## config.mk

```make
export PLATFORM = sky130hd
export DESIGN_NAME = ttc_timer_lite
export DESIGN_NICKNAME = d
export VERILOG_FILES = /design/src/hdl/ttc_lite_pkg.sv /design/src/hdl/ttc_reg_decode.sv /design/src/hdl/ttc_count_rst_lite.sv /design/src/hdl/ttc_prescaler.sv /design/src/hdl/ttc_counter.sv /design/src/hdl/ttc_interrupt.sv /design/src/hdl/ttc_timer_lite.sv
export SDC_FILE = /design/constraint.sdc
export NUM_CORES = 1
export LEC_CHECK = 0
export BUFFER_PORTS_ARGS = -buffer_cell sky130_fd_sc_hd__buf_2
export CORE_UTILIZATION = 40
export CTS_CLUSTER_SIZE = 20
export DETAILED_ROUTE_END_ITERATION = 10
export PLACE_DENSITY_LB_ADDON = 0.08
export SETUP_SLACK_MARGIN = 0.15
export SLEW_MARGIN = 10
export SYNTH_ARGS = -nofsm -noshare
export SYNTH_HDL_FRONTEND = slang
export SYNTH_HIERARCHICAL = 1
export SYNTH_SLANG_ARGS = --single-unit
```

## constraint.sdc

```tcl
create_clock -name pclk24 -period 3.5 [get_ports pclk24]
set_input_delay 0.175 -clock pclk24 [delete_from_list [all_inputs] [get_ports pclk24]]
set_output_delay 0.175 -clock pclk24 [all_outputs]
set_load 0.1 [all_outputs]
```

## src/hdl/ttc_lite_pkg.sv

```systemverilog
// ttc lite package: shared widths, register map and control/event structs
package ttc_lite_pkg;

  // ------------------------------
  // widths
  // ------------------------------

  // counter, interval and match values
  typedef logic [15:0] count_t;

  // clock control register
  // bit 0 prescale enable, bits 4:1 prescale value n, bits 6:5 stored only
  typedef logic [6:0] clk_ctrl_t;

  // word address, paddr[4:2]
  typedef logic [2:0] reg_addr_t;

  // apb data bus
  typedef logic [15:0] bus_data_t;

  // ------------------------------
  // register fields
  // ------------------------------

  // counter control register, bit 0 is cnt_disable
  typedef struct packed {
    logic restart;        // level, acted on at rising edge
    logic match_en;       // enables match event
    logic interval_mode;  // wrap at interval instead of all ones
    logic cnt_disable;    // stops counting
  } ttc_ctrl_t;

  // one-cycle event strobes, bit 0 is interval
  typedef struct packed {
    logic overflow;
    logic match;
    logic interval;
  } ttc_evt_t;

  // ------------------------------
  // register map
  // ------------------------------
  localparam reg_addr_t ADDR_CLK_CTRL   = 3'd0;
  localparam reg_addr_t ADDR_CNTR_CTRL  = 3'd1;
  localparam reg_addr_t ADDR_COUNT      = 3'd2;
  localparam reg_addr_t ADDR_INTERVAL   = 3'd3;
  localparam reg_addr_t ADDR_MATCH      = 3'd4;
  localparam reg_addr_t ADDR_INT_STATUS = 3'd5;
  localparam reg_addr_t ADDR_INT_ENABLE = 3'd6;

endpackage

```

## src/hdl/ttc_reg_decode.sv

```systemverilog
// ttc register decode: apb writes to control registers and the read mux
`timescale 1ns/1ps

module ttc_reg_decode (
  input  logic                   pclk24,
  input  logic                   n_p_reset24,
  input  logic                   psel,
  input  logic                   penable,
  input  logic                   pwrite,
  input  ttc_lite_pkg::reg_addr_t paddr,
  input  ttc_lite_pkg::bus_data_t pwdata,
  input  ttc_lite_pkg::clk_ctrl_t clk_ctrl,
  input  ttc_lite_pkg::count_t    count,
  input  logic [2:0]             status,
  output ttc_lite_pkg::bus_data_t prdata,
  output logic                   clk_ctrl_sel,
  output ttc_lite_pkg::ttc_ctrl_t ctrl,
  output ttc_lite_pkg::count_t    interval,
  output ttc_lite_pkg::count_t    match,
  output logic [2:0]             int_enable,
  output logic                   status_rd
);

  import ttc_lite_pkg::*;

  logic wr_en;
  logic rd_en;

  // access phase write, setup phase read
  assign wr_en = psel & penable & pwrite;
  assign rd_en = psel & ~pwrite;

  // clock control lives in the counter reset block
  assign clk_ctrl_sel = wr_en & (paddr == ADDR_CLK_CTRL);

  // status clears on the access phase of its read
  assign status_rd = psel & penable & ~pwrite & (paddr == ADDR_INT_STATUS);

  // ------------------------------
  // write side
  // ------------------------------
  always_ff @(posedge pclk24 or negedge n_p_reset24)
  begin
    if (!n_p_reset24)
    begin
      ctrl       <= '0;
      interval   <= '0;
      match      <= '0;
      int_enable <= '0;
    end
    else if (wr_en)
    begin
      case (paddr)
        ADDR_CNTR_CTRL:  ctrl       <= ttc_ctrl_t'(pwdata[3:0]);
        ADDR_INTERVAL:   interval   <= count_t'(pwdata);
        ADDR_MATCH:      match      <= count_t'(pwdata);
        ADDR_INT_ENABLE: int_enable <= pwdata[2:0];
        default:         ;
      endcase
    end
  end

  // ------------------------------
  // read mux
  // ------------------------------
  always_comb
  begin
    prdata = '0;
    if (rd_en)
    begin
      case (paddr)
        ADDR_CLK_CTRL:   prdata = bus_data_t'(clk_ctrl);
        ADDR_CNTR_CTRL:  prdata = bus_data_t'(ctrl);
        ADDR_COUNT:      prdata = bus_data_t'(count);
        ADDR_INTERVAL:   prdata = bus_data_t'(interval);
        ADDR_MATCH:      prdata = bus_data_t'(match);
        ADDR_INT_STATUS: prdata = bus_data_t'(status);
        ADDR_INT_ENABLE: prdata = bus_data_t'(int_enable);
        default:         prdata = '0;
      endcase
    end
  end

endmodule

```

## src/hdl/ttc_count_rst_lite.sv

```systemverilog
// ttc counter reset block: clock control register and restart enable drop
`timescale 1ns/1ps

module ttc_count_rst_lite (
  input  logic                   pclk24,
  input  logic                   n_p_reset24,
  input  ttc_lite_pkg::clk_ctrl_t pwdata,
  input  logic                   clk_ctrl_sel,
  input  logic                   restart,
  output logic                   count_en,
  output ttc_lite_pkg::clk_ctrl_t clk_ctrl
);

  // set on the first restart cycle, held until restart drops
  logic restart_seen;

  // ------------------------------
  // restart edge tracking
  // ------------------------------
  // count_en comes up one cycle after reset release
  always_ff @(posedge pclk24 or negedge n_p_reset24)
  begin
    if (!n_p_reset24)
    begin
      restart_seen <= 1'b0;
      count_en     <= 1'b0;
    end
    else if (restart & ~restart_seen)
    begin
      // new restart, drop enable for one cycle
      restart_seen <= 1'b1;
      count_en     <= 1'b0;
    end
    else
    begin
      // held restart does nothing more
      if (!restart)
      begin
        restart_seen <= 1'b0;
      end
      count_en <= 1'b1;
    end
  end

  // ------------------------------
  // clock control register
  // ------------------------------
  always_ff @(posedge pclk24 or negedge n_p_reset24)
  begin
    if (!n_p_reset24)
    begin
      clk_ctrl <= '0;
    end
    else if (clk_ctrl_sel)
    begin
      clk_ctrl <= pwdata;
    end
  end

endmodule

```

## src/hdl/ttc_prescaler.sv

```systemverilog
// ttc prescaler: divides enabled cycles by 2^(n+1) into count ticks
`timescale 1ns/1ps

module ttc_prescaler (
  input  logic                   pclk24,
  input  logic                   n_p_reset24,
  input  logic                   count_en,
  input  ttc_lite_pkg::clk_ctrl_t clk_ctrl,
  input  ttc_lite_pkg::ttc_ctrl_t ctrl,
  output logic                   tick
);

  logic        ps_en;
  logic [3:0]  ps_val;
  logic        run;
  logic [15:0] div_cnt;
  logic [15:0] div_last;
  logic        div_term;

  // field split of clock control
  assign ps_en  = clk_ctrl[0];
  assign ps_val = clk_ctrl[4:1];

  // enabled cycle, not restarting and not stopped
  assign run = count_en & ~ctrl.cnt_disable;

  // terminal count is divisor - 1, n = 15 gives all ones
  assign div_last = 16'((17'd1 << (ps_val + 5'd1)) - 17'd1);
  assign div_term = (div_cnt == div_last);

  // ------------------------------
  // tick output
  // ------------------------------
  // bypass passes run straight through
  assign tick = ps_en ? (run & div_term) : run;

  // ------------------------------
  // divider
  // ------------------------------
  always_ff @(posedge pclk24 or negedge n_p_reset24)
  begin
    if (!n_p_reset24)
    begin
      div_cnt <= '0;
    end
    else if (!count_en)
    begin
      // restart clears the divider
      div_cnt <= '0;
    end
    else if (!ps_en)
    begin
      div_cnt <= '0;
    end
    else if (run)
    begin
      if (div_term)
      begin
        div_cnt <= '0;
      end
      else
      begin
        div_cnt <= div_cnt + 16'd1;
      end
    end
    // disable holds the divider where it is
  end

endmodule

```

## src/hdl/ttc_counter.sv

```systemverilog
// ttc counter: 16-bit up counter with interval/overflow wrap and match compare
`timescale 1ns/1ps

module ttc_counter (
  input  logic                   pclk24,
  input  logic                   n_p_reset24,
  input  logic                   count_en,
  input  logic                   tick,
  input  ttc_lite_pkg::ttc_ctrl_t ctrl,
  input  ttc_lite_pkg::count_t    interval,
  input  ttc_lite_pkg::count_t    match,
  output ttc_lite_pkg::count_t    count,
  output ttc_lite_pkg::ttc_evt_t  evt
);

  logic at_interval;
  logic at_max;
  logic match_eq;
  logic match_eq_q;

  // wrap conditions
  assign at_interval = ctrl.interval_mode & (count == interval);
  assign at_max      = (count == '1);

  // compare on the current count
  assign match_eq = (count == match);

  // ------------------------------
  // count register
  // ------------------------------
  always_ff @(posedge pclk24 or negedge n_p_reset24)
  begin
    if (!n_p_reset24)
    begin
      count <= '0;
    end
    else if (!count_en)
    begin
      // restart or post-reset cycle
      count <= '0;
    end
    else if (tick)
    begin
      if (at_interval || (!ctrl.interval_mode && at_max))
      begin
        count <= '0;
      end
      else
      begin
        count <= count + 1'b1;
      end
    end
  end

  // ------------------------------
  // event strobes
  // ------------------------------
  // one cycle behind the count value they report
  always_ff @(posedge pclk24 or negedge n_p_reset24)
  begin
    if (!n_p_reset24)
    begin
      evt        <= '0;
      match_eq_q <= 1'b0;
    end
    else
    begin
      // interval wrap on this tick
      evt.interval <= count_en & tick & at_interval;
      // all-ones wrap, interval mode off
      evt.overflow <= count_en & tick & ~ctrl.interval_mode & at_max;
      // first cycle of equality only, slow ticks hold the count
      evt.match    <= ctrl.match_en & match_eq & ~match_eq_q;
      match_eq_q   <= match_eq;
    end
  end

endmodule

```

## src/hdl/ttc_interrupt.sv

```systemverilog
// ttc interrupt stage: sticky event status, clear on read, masked irq
`timescale 1ns/1ps

module ttc_interrupt (
  input  logic                  pclk24,
  input  logic                  n_p_reset24,
  input  ttc_lite_pkg::ttc_evt_t evt,
  input  logic                  status_rd,
  input  logic [2:0]            int_enable,
  output logic [2:0]            status,
  output logic                  irq
);

  logic [2:0] evt_bits;
  logic [2:0] keep_mask;

  // bit 0 interval, bit 1 match, bit 2 overflow
  assign evt_bits = evt;

  // a status read clears every bit
  assign keep_mask = status_rd ? 3'b000 : 3'b111;

  // ------------------------------
  // sticky status
  // ------------------------------
  always_ff @(posedge pclk24 or negedge n_p_reset24)
  begin
    if (!n_p_reset24)
    begin
      status <= '0;
    end
    else
    begin
      // set wins over a clear in the same cycle
      status <= (status & keep_mask) | evt_bits;
    end
  end

  // masked interrupt, straight from status
  assign irq = |(status & int_enable);

endmodule

```

## src/hdl/ttc_timer_lite.sv

```systemverilog
// ttc lite timer top: register decode, restart, prescale, count and interrupt
`timescale 1ns/1ps

module ttc_timer_lite (
  input  logic                   pclk24,
  input  logic                   n_p_reset24,
  input  logic                   psel,
  input  logic                   penable,
  input  logic                   pwrite,
  input  ttc_lite_pkg::reg_addr_t paddr,
  input  ttc_lite_pkg::bus_data_t pwdata,
  output ttc_lite_pkg::bus_data_t prdata,
  output logic                   irq
);

  import ttc_lite_pkg::*;

  // ------------------------------
  // stage interconnect
  // ------------------------------
  logic       clk_ctrl_sel;
  clk_ctrl_t  clk_ctrl;
  ttc_ctrl_t  ctrl;
  count_t     interval;
  count_t     match;
  logic [2:0] int_enable;
  logic       status_rd;
  logic       count_en;
  logic       tick;
  count_t     count;
  ttc_evt_t   evt;
  logic [2:0] status;

  // bus side registers and read mux
  ttc_reg_decode i_ttc_reg_decode (
    .pclk24       (pclk24),
    .n_p_reset24  (n_p_reset24),
    .psel         (psel),
    .penable      (penable),
    .pwrite       (pwrite),
    .paddr        (paddr),
    .pwdata       (pwdata),
    .clk_ctrl     (clk_ctrl),
    .count        (count),
    .status       (status),
    .prdata       (prdata),
    .clk_ctrl_sel (clk_ctrl_sel),
    .ctrl         (ctrl),
    .interval     (interval),
    .match        (match),
    .int_enable   (int_enable),
    .status_rd    (status_rd)
  );

  // clock control takes the low data bits
  ttc_count_rst_lite i_ttc_count_rst_lite (
    .pclk24       (pclk24),
    .n_p_reset24  (n_p_reset24),
    .pwdata       (clk_ctrl_t'(pwdata[6:0])),
    .clk_ctrl_sel (clk_ctrl_sel),
    .restart      (ctrl.restart),
    .count_en     (count_en),
    .clk_ctrl     (clk_ctrl)
  );

  ttc_prescaler i_ttc_prescaler (
    .pclk24      (pclk24),
    .n_p_reset24 (n_p_reset24),
    .count_en    (count_en),
    .clk_ctrl    (clk_ctrl),
    .ctrl        (ctrl),
    .tick        (tick)
  );

  ttc_counter i_ttc_counter (
    .pclk24      (pclk24),
    .n_p_reset24 (n_p_reset24),
    .count_en    (count_en),
    .tick        (tick),
    .ctrl        (ctrl),
    .interval    (interval),
    .match       (match),
    .count       (count),
    .evt         (evt)
  );

  ttc_interrupt i_ttc_interrupt (
    .pclk24      (pclk24),
    .n_p_reset24 (n_p_reset24),
    .evt         (evt),
    .status_rd   (status_rd),
    .int_enable  (int_enable),
    .status      (status),
    .irq         (irq)
  );

endmodule

```

* After elaboration in Yosys (flattened, before gate mapping) *
Cells that the tools add are included.

cells by class
  $add $sub $neg = 4
  eq/ne operators = 13
  shifts and indexed selects = 1
  multiplexer cells = 14
  bitwise logic cells = 24
  reductions and logical operators = 9

operators by type and width
  cell                                                    count
  2-to-1 mux 16 bit                                       8
  case mux 16 bit (7 select lines)                        1
  equality test 16 bit                                    3
  adder 16 x 1 -> 16 bit (second input constant)          2
  bitwise AND 1 bit                                       16
  equality test 16 bit (second input constant)            1
  left shift 1 x 5 -> 16 bit (first input constant)       1
  subtractor 16 x 1 -> 16 bit (second input constant)     1
  equality test 3 bit (second input constant)             3
  AND reduction 2 bit                                     4
  bitwise AND 3 bit                                       2
  equality test 3 x 2 -> 1 bit (second input constant)    2
  adder 4 x 1 -> 5 bit (second input constant)            1
  inverter 1 bit                                          5
  2-to-1 mux 1 bit                                        4
  inequality test 2 x 1 -> 1 bit (second input constant)  2
  equality test 3 x 1 -> 1 bit (second input constant)    1
  logical NOT 3 bit                                       1
  2-to-1 mux 3 bit                                        1
  inequality test 3 x 2 -> 1 bit (second input constant)  1
  OR 3 bit                                                1
  OR reduction 3 bit                                      1
  logical AND 1 bit                                       1
  logical NOT 1 bit                                       1
  logical OR 1 bit                                        1

word-level totals
  register bits after elaboration = 87
  input port bits = 24
  output and inout port bits = 17
  word-level logic and storage cells = 82

* Logic depth before layout (Yosys ltp) *
Gate-level depths: netlist of run 1.

  depth in word-level cells = 9
  mapped depth = 19
  gate-level depth less buffers = 15

* Hierarchy *
Netlist of run 1, hierarchy kept.

modules (own cells, without submodules)
  module              times used  cells an instance  area an instance (um2)  sequential area each (um2)
  ttc_reg_decode      1           189                2172.1                  975.9
  ttc_counter         1           169                1498.9                  500.5
  ttc_prescaler       1           175                1362.6                  400.4
  ttc_count_rst_lite  1           19                 351.6                   225.2
  ttc_interrupt       1           9                  115.1                   75.1

* Worst setup path after synthesis of run 1 *
Ideal clock, no wire load.

  kind = reg2reg
  start point = reg i_ttc_count_rst_lite.clk_ctrl[3]
  end point = reg i_ttc_counter.count[2]
  library setup time = 0.064 ns
  data arrival time = 3.518 ns
  data required time = 3.436 ns
  setup slack = -0.082 ns
  stages on the path, launching flop included = 19
  path buffers = 4
  clock period less this slack = 3.582 ns
  cell sequence = dfrtp_1 buf_2 buf_1 nor2_1 nand2_1 ha_1 clkbuf_1 a22oi_1 o22ai_1 xor2_1 or4_4 o21ai_0 and3_1 nand2_1 o21bai_2 o21bai_4 buf_8 nor3b_1 a21o_1

on the way
  longest elaborated chain between the ends = 7

RTL lines
  element                                   RTL line                  RTL
  from (decl)                               ttc_count_rst_lite.sv:11  output ttc_lite_pkg::clk_ctrl_t clk_ctrl
  from (signal assigned)                    ttc_count_rst_lite.sv:56  clk_ctrl <= pwdata;
  adder 4 x 1 -> 5 bit                      ttc_prescaler.sv:28       assign div_last = 16'((17'd1 << (ps_val + 5'd1)) - 17'd1);
  left shift 1 x 5 -> 16 bit                ttc_prescaler.sv:28
  subtractor 16 x 1 -> 16 bit               ttc_prescaler.sv:28
  equality test 16 bit                      ttc_prescaler.sv:29       assign div_term = (div_cnt == div_last);
  bitwise AND 1 bit                         ttc_prescaler.sv:35       assign tick = ps_en ? (run & div_term) : run;
  2-to-1 mux 1 bit                          ttc_prescaler.sv:35
  named net tick                            ttc_timer_lite.sv:29      logic tick;
  inequality test 2 x 1 -> 1 bit (no line)  --
  to (signal assigned)                      ttc_counter.sv:50         count <= count + 1'b1;
  to (decl)                                 ttc_counter.sv:12         output ttc_lite_pkg::count_t count,

The timed path passes the listed nets, and every way through them passes these cells.
A chain may end at the register's enable or synchronous reset.

* Worst setup path after layout of run 1 *
  start point = reg i_ttc_count_rst_lite.clk_ctrl[2]
  end point = reg i_ttc_counter.count[15]

Same word-level chain as after synthesis.

==> results of run 1 <==
## final timing paths
path                       cells past startpoint                          end  slack [ns]                        startpoint
max                                           15      i_ttc_counter/count[15]        0.27  i_ttc_count_rst_lite/clk_ctrl[2]
min                                            1  i_ttc_prescaler/div_cnt[14]       -0.04                       n_p_reset24
max reg2reg                                   15      i_ttc_counter/count[15]        0.27  i_ttc_count_rst_lite/clk_ctrl[2]
min reg2reg                                    1    i_ttc_interrupt/status[0]        0.44              i_ttc_counter/evt[0]
max in group asynchronous                      2    i_ttc_interrupt/status[1]        2.70                       n_p_reset24
min in group pclk24                            3   i_ttc_reg_decode/match[14]        0.05                        pwdata[14]
## power by group through the flow
stage	clock network [mW]	logic, mW	registers [mW]
2_1_floorplan	0	0.715	1.28
4_1_cts	0.987	0.892	1.31
3_3_place_gp	0	0.867	1.32
5_1_grt	1.02	1.01	1.33
3_5_place_dp	0	0.872	1.33
6_report	0.955	0.923	1.31
## cells by family (layout without fill, tap and decap cells)
| kind of cell | Yosys count | in the layout | synth area share |
|---|---|---|---|
| muxes | 67 | 67 | 0.144 |
| DFF | 87 | 87 | 0.396 |
| and+or+nand+nor | 199 | 199 | 0.187 |
| adders and majority gates | 4 | 4 | 0.00887 |
| other | 1 | 1 | 0.000682 |
| AOI/OAI and AO/OA | 88 | 90 | 0.110 |
| buffers and inverters | 55 | 77 | 0.0585 |
| xor gates and xnor gates | 60 | 60 | 0.0955 |
## registers in the layout (all words and copies together) (netlist names), 3 cells and up
name / flops
i_ttc_prescaler/div_cnt: 16
i_ttc_reg_decode/int_enable: 3
i_ttc_counter/evt: 3
i_ttc_reg_decode/match: 16
i_ttc_interrupt/status: 3
i_ttc_reg_decode/ctrl: 4
i_ttc_counter/count: 16
i_ttc_count_rst_lite/clk_ctrl: 7
i_ttc_reg_decode/interval: 16
## area by class of cell
cell class / count / area [sq um]
Multi-Input combinational cell: 421 / 3100
Tap cell: 176 / 220
Inverter: 12 / 45.0
Clock buffer: 11 / 233
Fill cell: 1305 / 7240
Timing Repair Buffer: 49 / 270
Clock inverter: 5 / 58.8
Sequential cell: 87 / 2180
## layout by cell type (no fill, tap or decap), drive strengths merged, types with 8 or more instances in the layout
cell type,netlist,layout
dfrtp,87,87
nand4,18,18
xnor2,24,24
nand2,50,50
nor3,11,11
xor2,36,36
nand3,11,11
clkbuf,14,11
inv,12,12
nor2b,8,8
buf,29,49
mux2,50,50
mux2i,17,17
o21ai,25,25
nor2,62,62
a21oi,20,20
## worst max-delay path, delay by kind of cell, from the launching register on
kind,cells,cell delay [ns]
compound gates,6,0.98
xor+xnor,1,0.09
fa+ha+maj,1,0.22
flops,1,0.41
simple gates,7,1.47
## timing repair
item,4_1_cts,5_1_grt
cloned,1,1
setup endpoints to repair,1,15
resized for setup,1,8
pin swaps,0,1
## per-stage QoR
| stage | setup slack (ns) | hold slack, ns | std cells |
|---|---|---|---|
| 4_1_cts | 0.162 | 0.0357 | 760 |
| 6_report | 0.269 | -0.0352 | 761 |
| 2_1_floorplan | 0.158 | -0.121 | 561 |
| 5_1_grt | 0.115 | 0.0568 | 761 |
| 3_5_place_dp | 0.121 | 0.407 | 743 |
| 3_3_place_gp | 0.202 | 0.392 | 743 |
## per-layer routing
metal | vias to the layer above | routed length, microns | global-route usage
met5 | - | 0 | 0
met4 | 0 | 418 | 0.0862
met3 | 26 | 402 | 0.0354
met2 | 84 | 7040 | 0.357
met1 | 2090 | 6430 | 0.275
li1 | 2002 | - | -
==> run metrics, run 1 <==
status=complete, but fails checks; failing checks=hold timing; Reg clk slew, reported paths=0.06 ns; DR WL/cell=18.8 microns; TritonCTS clock tree=done; # hold bufs at CTS=0; Tightest Hold Check Type=input port to asynchronous set/reset pin; Worst Skew=0.00580 ns; grt total ovfl=0; first-pass GRT wire length=23.1 mm; Yosys reg bits=87; Synth area leaders=dfrtp_1 (40%), mux2_2 (7.2%), xor2_1 (5.7%), mux2_4 (4.1%), nor2_1 (4.1%); Yosys cell types=62; combinational power share=0.290; Die Wd=119 microns; Synth Net Count=588; top-count cell post-synth=dfrtp_1; I/O Pins=41; clock root buffer master=clkbuf_16; utilization after layout=0.458; hold_ws=-0.0352 ns; maximum clock insertion buffer count=2; slew margin rel.=0.331; final instance area=0.00611 sq mm; Pre-Repair DR Iteration Count=5; WP data arrival=3.51 ns; final setup fails=0; Initial Utilization=0.412; Netlist Area Pre-Place=0.00550 sq mm; Post-DP HPWL=9.92 mm; Hold Vio Cnt, Final=11; Yosys top cell area share=0.396; Leak=2.68 nW; CTS H-tree lvls=3; most common flop cell mapped by yosys=dfrtp_1; Flop pwr share=0.411; RSZ-0062 raised after global routing=no; switching power=1.09 mW; final WL=14.3 mm; crit path capture type=flop; pin count of the biggest net entering global routing=75; Core ar.=0.0133 sq mm; Clk pwr share=0.300; nets@finish=607; Top cell by count, worst path=nand2_1; Syn-to-layout area delta=11.1%; Worst Path Max Fanout=12; routed vias=4202; Post-DP Area=0.00574 sq mm; Seq/Total Area, Yosys=0.396; asr flop ratio synth=1.00; Syn. warnings=6; Starting DRT DRC Count=363; Mean Syn Cell Area=9.80 sq um; total power=3.19 mW; setup bufs post-CTS=0; fin crit period=3.23 ns; vias in the first global route=4201; full die area=0.0142 sq mm; Sw Share=0.341; Rows=42; GR Util All Layers=0.214; startpoint types=flop; Sinks on Clock Net=87; CP peak stage delay=0.58 ns; Synth area leader=dfrtp_1; worst vdd ir=0.211 mV; Int Power=2.10 mW; setup total negative slack=0 ns; slew of the pin with the lowest slew margin=1.00 ns; Die H=119 microns; f_max=309 MHz; fin crit share=0.923; CP Data Required Time=3.78 ns; via/cell ratio=5.52; DR DRC count=0; PortBufs=40; PD cells=522 mW/mm^2; Max-cap violations=0; Commonest cells post-synth=dfrtp_1 (87), nor2_1 (60), nand2_1 (50); Diodes inserted=0; Post-Syn Instances=561; worst path cell trace=nor2_4, nand2_1, ha_4, nor2b_2, a22oi_1, o22ai_1, xor2_1, or4_4, o21ai_1, and3_4, nand2_1, o21bai_2, o21bai_4, nor3b_2, a211o_1; number of CTS-inserted buffers=9; Post-synth EDFFs=0; Worst path slowest cell=or4_4; crit path kind=flop to flop; Antenna Violating Nets Remaining=0; share of cells above drive strength 1=0.250; Slew Limit Fails=0; worst skew pair latency=0.34 ns; initial antenna violation count=0; Placer Congestion=0.884
Power figures use the tool's default switching activity.
==> inputs of run 2 (changes only) <==
- SYNTH_HIERARCHICAL: 1 -> unset
==> run metrics, run 2 <==
final setup fails=0 (unchanged); Diodes inserted=0 (unchanged); vias in the first global route=4039 (was 4201); Yosys top cell area share=0.410 (was 0.396); commonest non-fill, non-tap cell in the layout=dfrtp_1 (unchanged); Yosys cell types=69 (was 62); pin count of the biggest net entering global routing=68 (was 75); number of CTS-inserted buffers=9 (unchanged); Max-cap violations=0 (unchanged); CP bufs+invs=0 (unchanged); Syn. warnings=0 (was 6); fin crit period=3.19 ns (was 3.23 ns); Worst path slowest cell=or4_4 (unchanged); final WL=13.8 mm (was 14.3 mm); final worst slack=0.309 ns (was 0.269 ns); fin crit share=0.912 (was 0.923); WP data arrival=3.44 ns (was 3.51 ns); hold path startpoint=pwdata[8]; GR Util All Layers=0.216 (was 0.214); worst skew pair latency=0.35 ns (was 0.34 ns); Die Wd=117 microns (was 119 microns); Synth Net Count=593 (was 588); Leak=2.55 nW (was 2.68 nW); via/cell ratio=5.59 (was 5.52); top-count cell post-synth=dfrtp_1 (unchanged); Sinks on Clock Net=87 (unchanged); Post-synth EDFFs=0 (unchanged); hold_ws=0.0648 ns (was -0.0352 ns); area of the multi-input gates=0.00293 sq mm (was 0.00310 sq mm); crit path capture type=flop (unchanged); utilization after layout=0.468 (was 0.458); Post-Syn Instances=566 (was 561); Synth area leaders=dfrtp_1 (41%), mux2_2 (10%), xnor2_1 (5.8%), nor2_1 (3.7%), a21oi_1 (3.4%) (was dfrtp_1 (40%), mux2_2 (7.2%), xor2_1 (5.7%), mux2_4 (4.1%), nor2_1 (4.1%)); crit path kind=flop to flop (unchanged); RSZ-0062 raised after global routing=yes (was no); share of cells above drive strength 1=0.230 (was 0.250); Hold Vio Cnt, Final=0 (was 11); CP Data Required Time=3.75 ns (was 3.78 ns); Tightest Hold Check Type=input port to flop (was input port to asynchronous set/reset pin); Post-Layout Cell Count=763 (was 761); nets@finish=613 (was 607); full die area=0.0137 sq mm (was 0.0142 sq mm); Netlist Area Pre-Place=0.00531 sq mm (was 0.00550 sq mm); register area=0.00218 sq mm (about the same); startpoint types=flop (unchanged); slew margin rel.=0.409 (was 0.331); I/O Pins=41 (unchanged); Die H=117 microns (was 119 microns); Mean Syn Cell Area=9.38 sq um (was 9.80 sq um); Reg clk slew, reported paths=0.07 ns (was 0.06 ns); DP Cell Count=744 (was 743); grt total ovfl=0 (unchanged); clock root buffer master=clkbuf_16 (unchanged); slew of the pin with the lowest slew margin=0.887 ns (was 1.00 ns); Synth area leader=dfrtp_1 (unchanged); Commonest cells post-synth=dfrtp_1 (87), nor2_1 (53), mux2_2 (47) (was dfrtp_1 (87), nor2_1 (60), nand2_1 (50)); DR WL/cell=18.1 microns (was 18.8 microns); Rows=41 (was 42); CP peak stage delay=0.56 ns (was 0.58 ns); routed vias=4264 (was 4202); Starting DRT DRC Count=316 (was 363); most frequent cells in the layout=dfrtp_1 (87), nor2_1 (53), mux2_2 (47), nand2_1 (46), buf_2 (39) (was dfrtp_1 (86), nor2_1 (58), nand2_1 (50), buf_2 (39)); PortBufs=40 (unchanged); Placer Congestion=0.789 (was 0.884); asr flop ratio synth=1.00 (unchanged); crit path from=i_ttc_count_rst_lite.clk_ctrl[1] (was i_ttc_count_rst_lite/clk_ctrl[2]); worst slack at placement=0.0905 ns (was 0.121 ns); final instance area=0.00598 sq mm (was 0.00611 sq mm); Antenna Violating Nets Remaining=0 (unchanged); Worst Path Max Fanout=13 (was 12); Reg2Reg Launch Point=i_ttc_count_rst_lite.clk_ctrl[1] (was i_ttc_count_rst_lite/clk_ctrl[2]); f_max=313 MHz (was 309 MHz); Pre-Repair DR Iteration Count=5 (unchanged); Post-DP Area=0.00563 sq mm (was 0.00574 sq mm); Core ar.=0.0128 sq mm (was 0.0133 sq mm); Initial Utilization=0.416 (was 0.412); worst path cell trace=or4_4, ha_2, nor2b_2, a32oi_1, or3b_1, a311o_1, o31a_1, nand2b_4, o32ai_1 (was nor2_4, nand2_1, ha_4, nor2b_2, a22oi_1, o22ai_1, xor2_1, or4_4, o21ai_1, and3_4, nand2_1, o21bai_2, o21bai_4, nor3b_2, a211o_1); most common flop cell mapped by yosys=dfrtp_1 (unchanged); Yosys reg bits=87 (unchanged); PD cells=529 mW/mm^2 (was 522 mW/mm^2); worst vdd ir=0.279 mV (was 0.211 mV); CTS H-tree lvls=3 (unchanged); setup total negative slack=0 ns (unchanged); Post-DP HPWL=9.96 mm (was 9.92 mm); status=completed (was complete, but fails checks); total power=3.16 mW (was 3.19 mW); TritonCTS clock tree=done (unchanged); Slew Limit Fails=0 (unchanged); Largest delay share family, worst path=simple AND/OR/NAND/NOR gates (unchanged); Worst Skew=0.00613 ns (was 0.00580 ns); maximum clock insertion buffer count=2 (unchanged); Syn-to-layout area delta=12.6% (was 11.1%); initial antenna violation count=0 (unchanged); Seq/Total Area, Yosys=0.410 (was 0.396); first-pass GRT wire length=22.1 mm (was 23.1 mm); fillers=1238 (was 1305); DR DRC count=0 (unchanged)
run 2: changes by cell type after synthesis, moves of 9 or more:
| cell | previous run | this run |
|---|---|---|
| xnor2_1 | 24 | 35 |
| buf_2 | 14 | 5 |
| nand3_1 | 10 | 25 |
| clkbuf_1 | 12 | 34 |
| o32ai_1 | 0 | 12 |
| mux2_2 | 35 | 47 |
| xor2_1 | 36 | 2 |
| a21oi_1 | 20 | 36 |
| mux2_4 | 15 | 0 |
run 2: final cells by class:
class | instances | share of cell area
Clock buffer | 10 | 0.0383
Sequential cell | 87 | 0.364
Inverter | 9 | 0.00565
Clock inverter | 6 | 0.0113
Timing Repair Buffer | 56 | 0.0544
Tap cell | 172 | 0.0360
Multi-Input combinational cell | 423 | 0.490
run 2: cell families (layout without fill, tap and decap cells):
group | count (synthesis) | after routing | share of synthesized area
compound gates | 122 | 122 | 0.155
xor+xnor | 37 | 37 | 0.0610
fa+ha+maj | 3 | 3 | 0.00707
buf+inv | 56 | 81 | 0.0443
flops | 87 | 87 | 0.410
mux | 65 | 65 | 0.138
other cells | 1 | 1 | 0.000706
simple gates | 195 | 195 | 0.183
run 2: metal layers:
layer | global-route usage | vias up | share of wire
met1 | 0.303 | 2101 | 0.49
met2 | 0.335 | 69 | 0.47
met4 | 0.0633 | 0 | 0.014
met5 | 0 | - | 0
met3 | 0.0453 | 12 | 0.033
li1 | - | 2082 | -
run 2: where the power goes:
| part | internal, mW | switching [mW] |
|---|---|---|
| Sequential | 1.14 | 0.163 |
| Combinational | 0.382 | 0.497 |
| Clock | 0.557 | 0.422 |
run 2: repair_timing:
action                                  4_1_cts  5_1_grt
buffers inserted                              0        2
hold buffers                                  1        0
resized for setup                             1        4
endpoints found under the setup margin       15       24
pin swaps                                     1        2
endpoints found under the hold margin        66        0
run 2: worst paths after layout:
| kind | endpoint | slack (ns) | cells after the start |
|---|---|---|---|
| worst max-delay path | i_ttc_counter.count[8] | 0.31 | 9 |
| worst min-delay path | i_ttc_reg_decode.interval[8] | 0.06 | 2 |
| worst max register to register | i_ttc_counter.count[8] | 0.31 | 9 |
| worst min register to register | i_ttc_interrupt.status[1] | 0.44 | 1 |
| max in group asynchronous | i_ttc_reg_decode.int_enable[1] | 2.22 | 3 |
| min in group asynchronous | i_ttc_prescaler.div_cnt[8] | 0.48 | 2 |
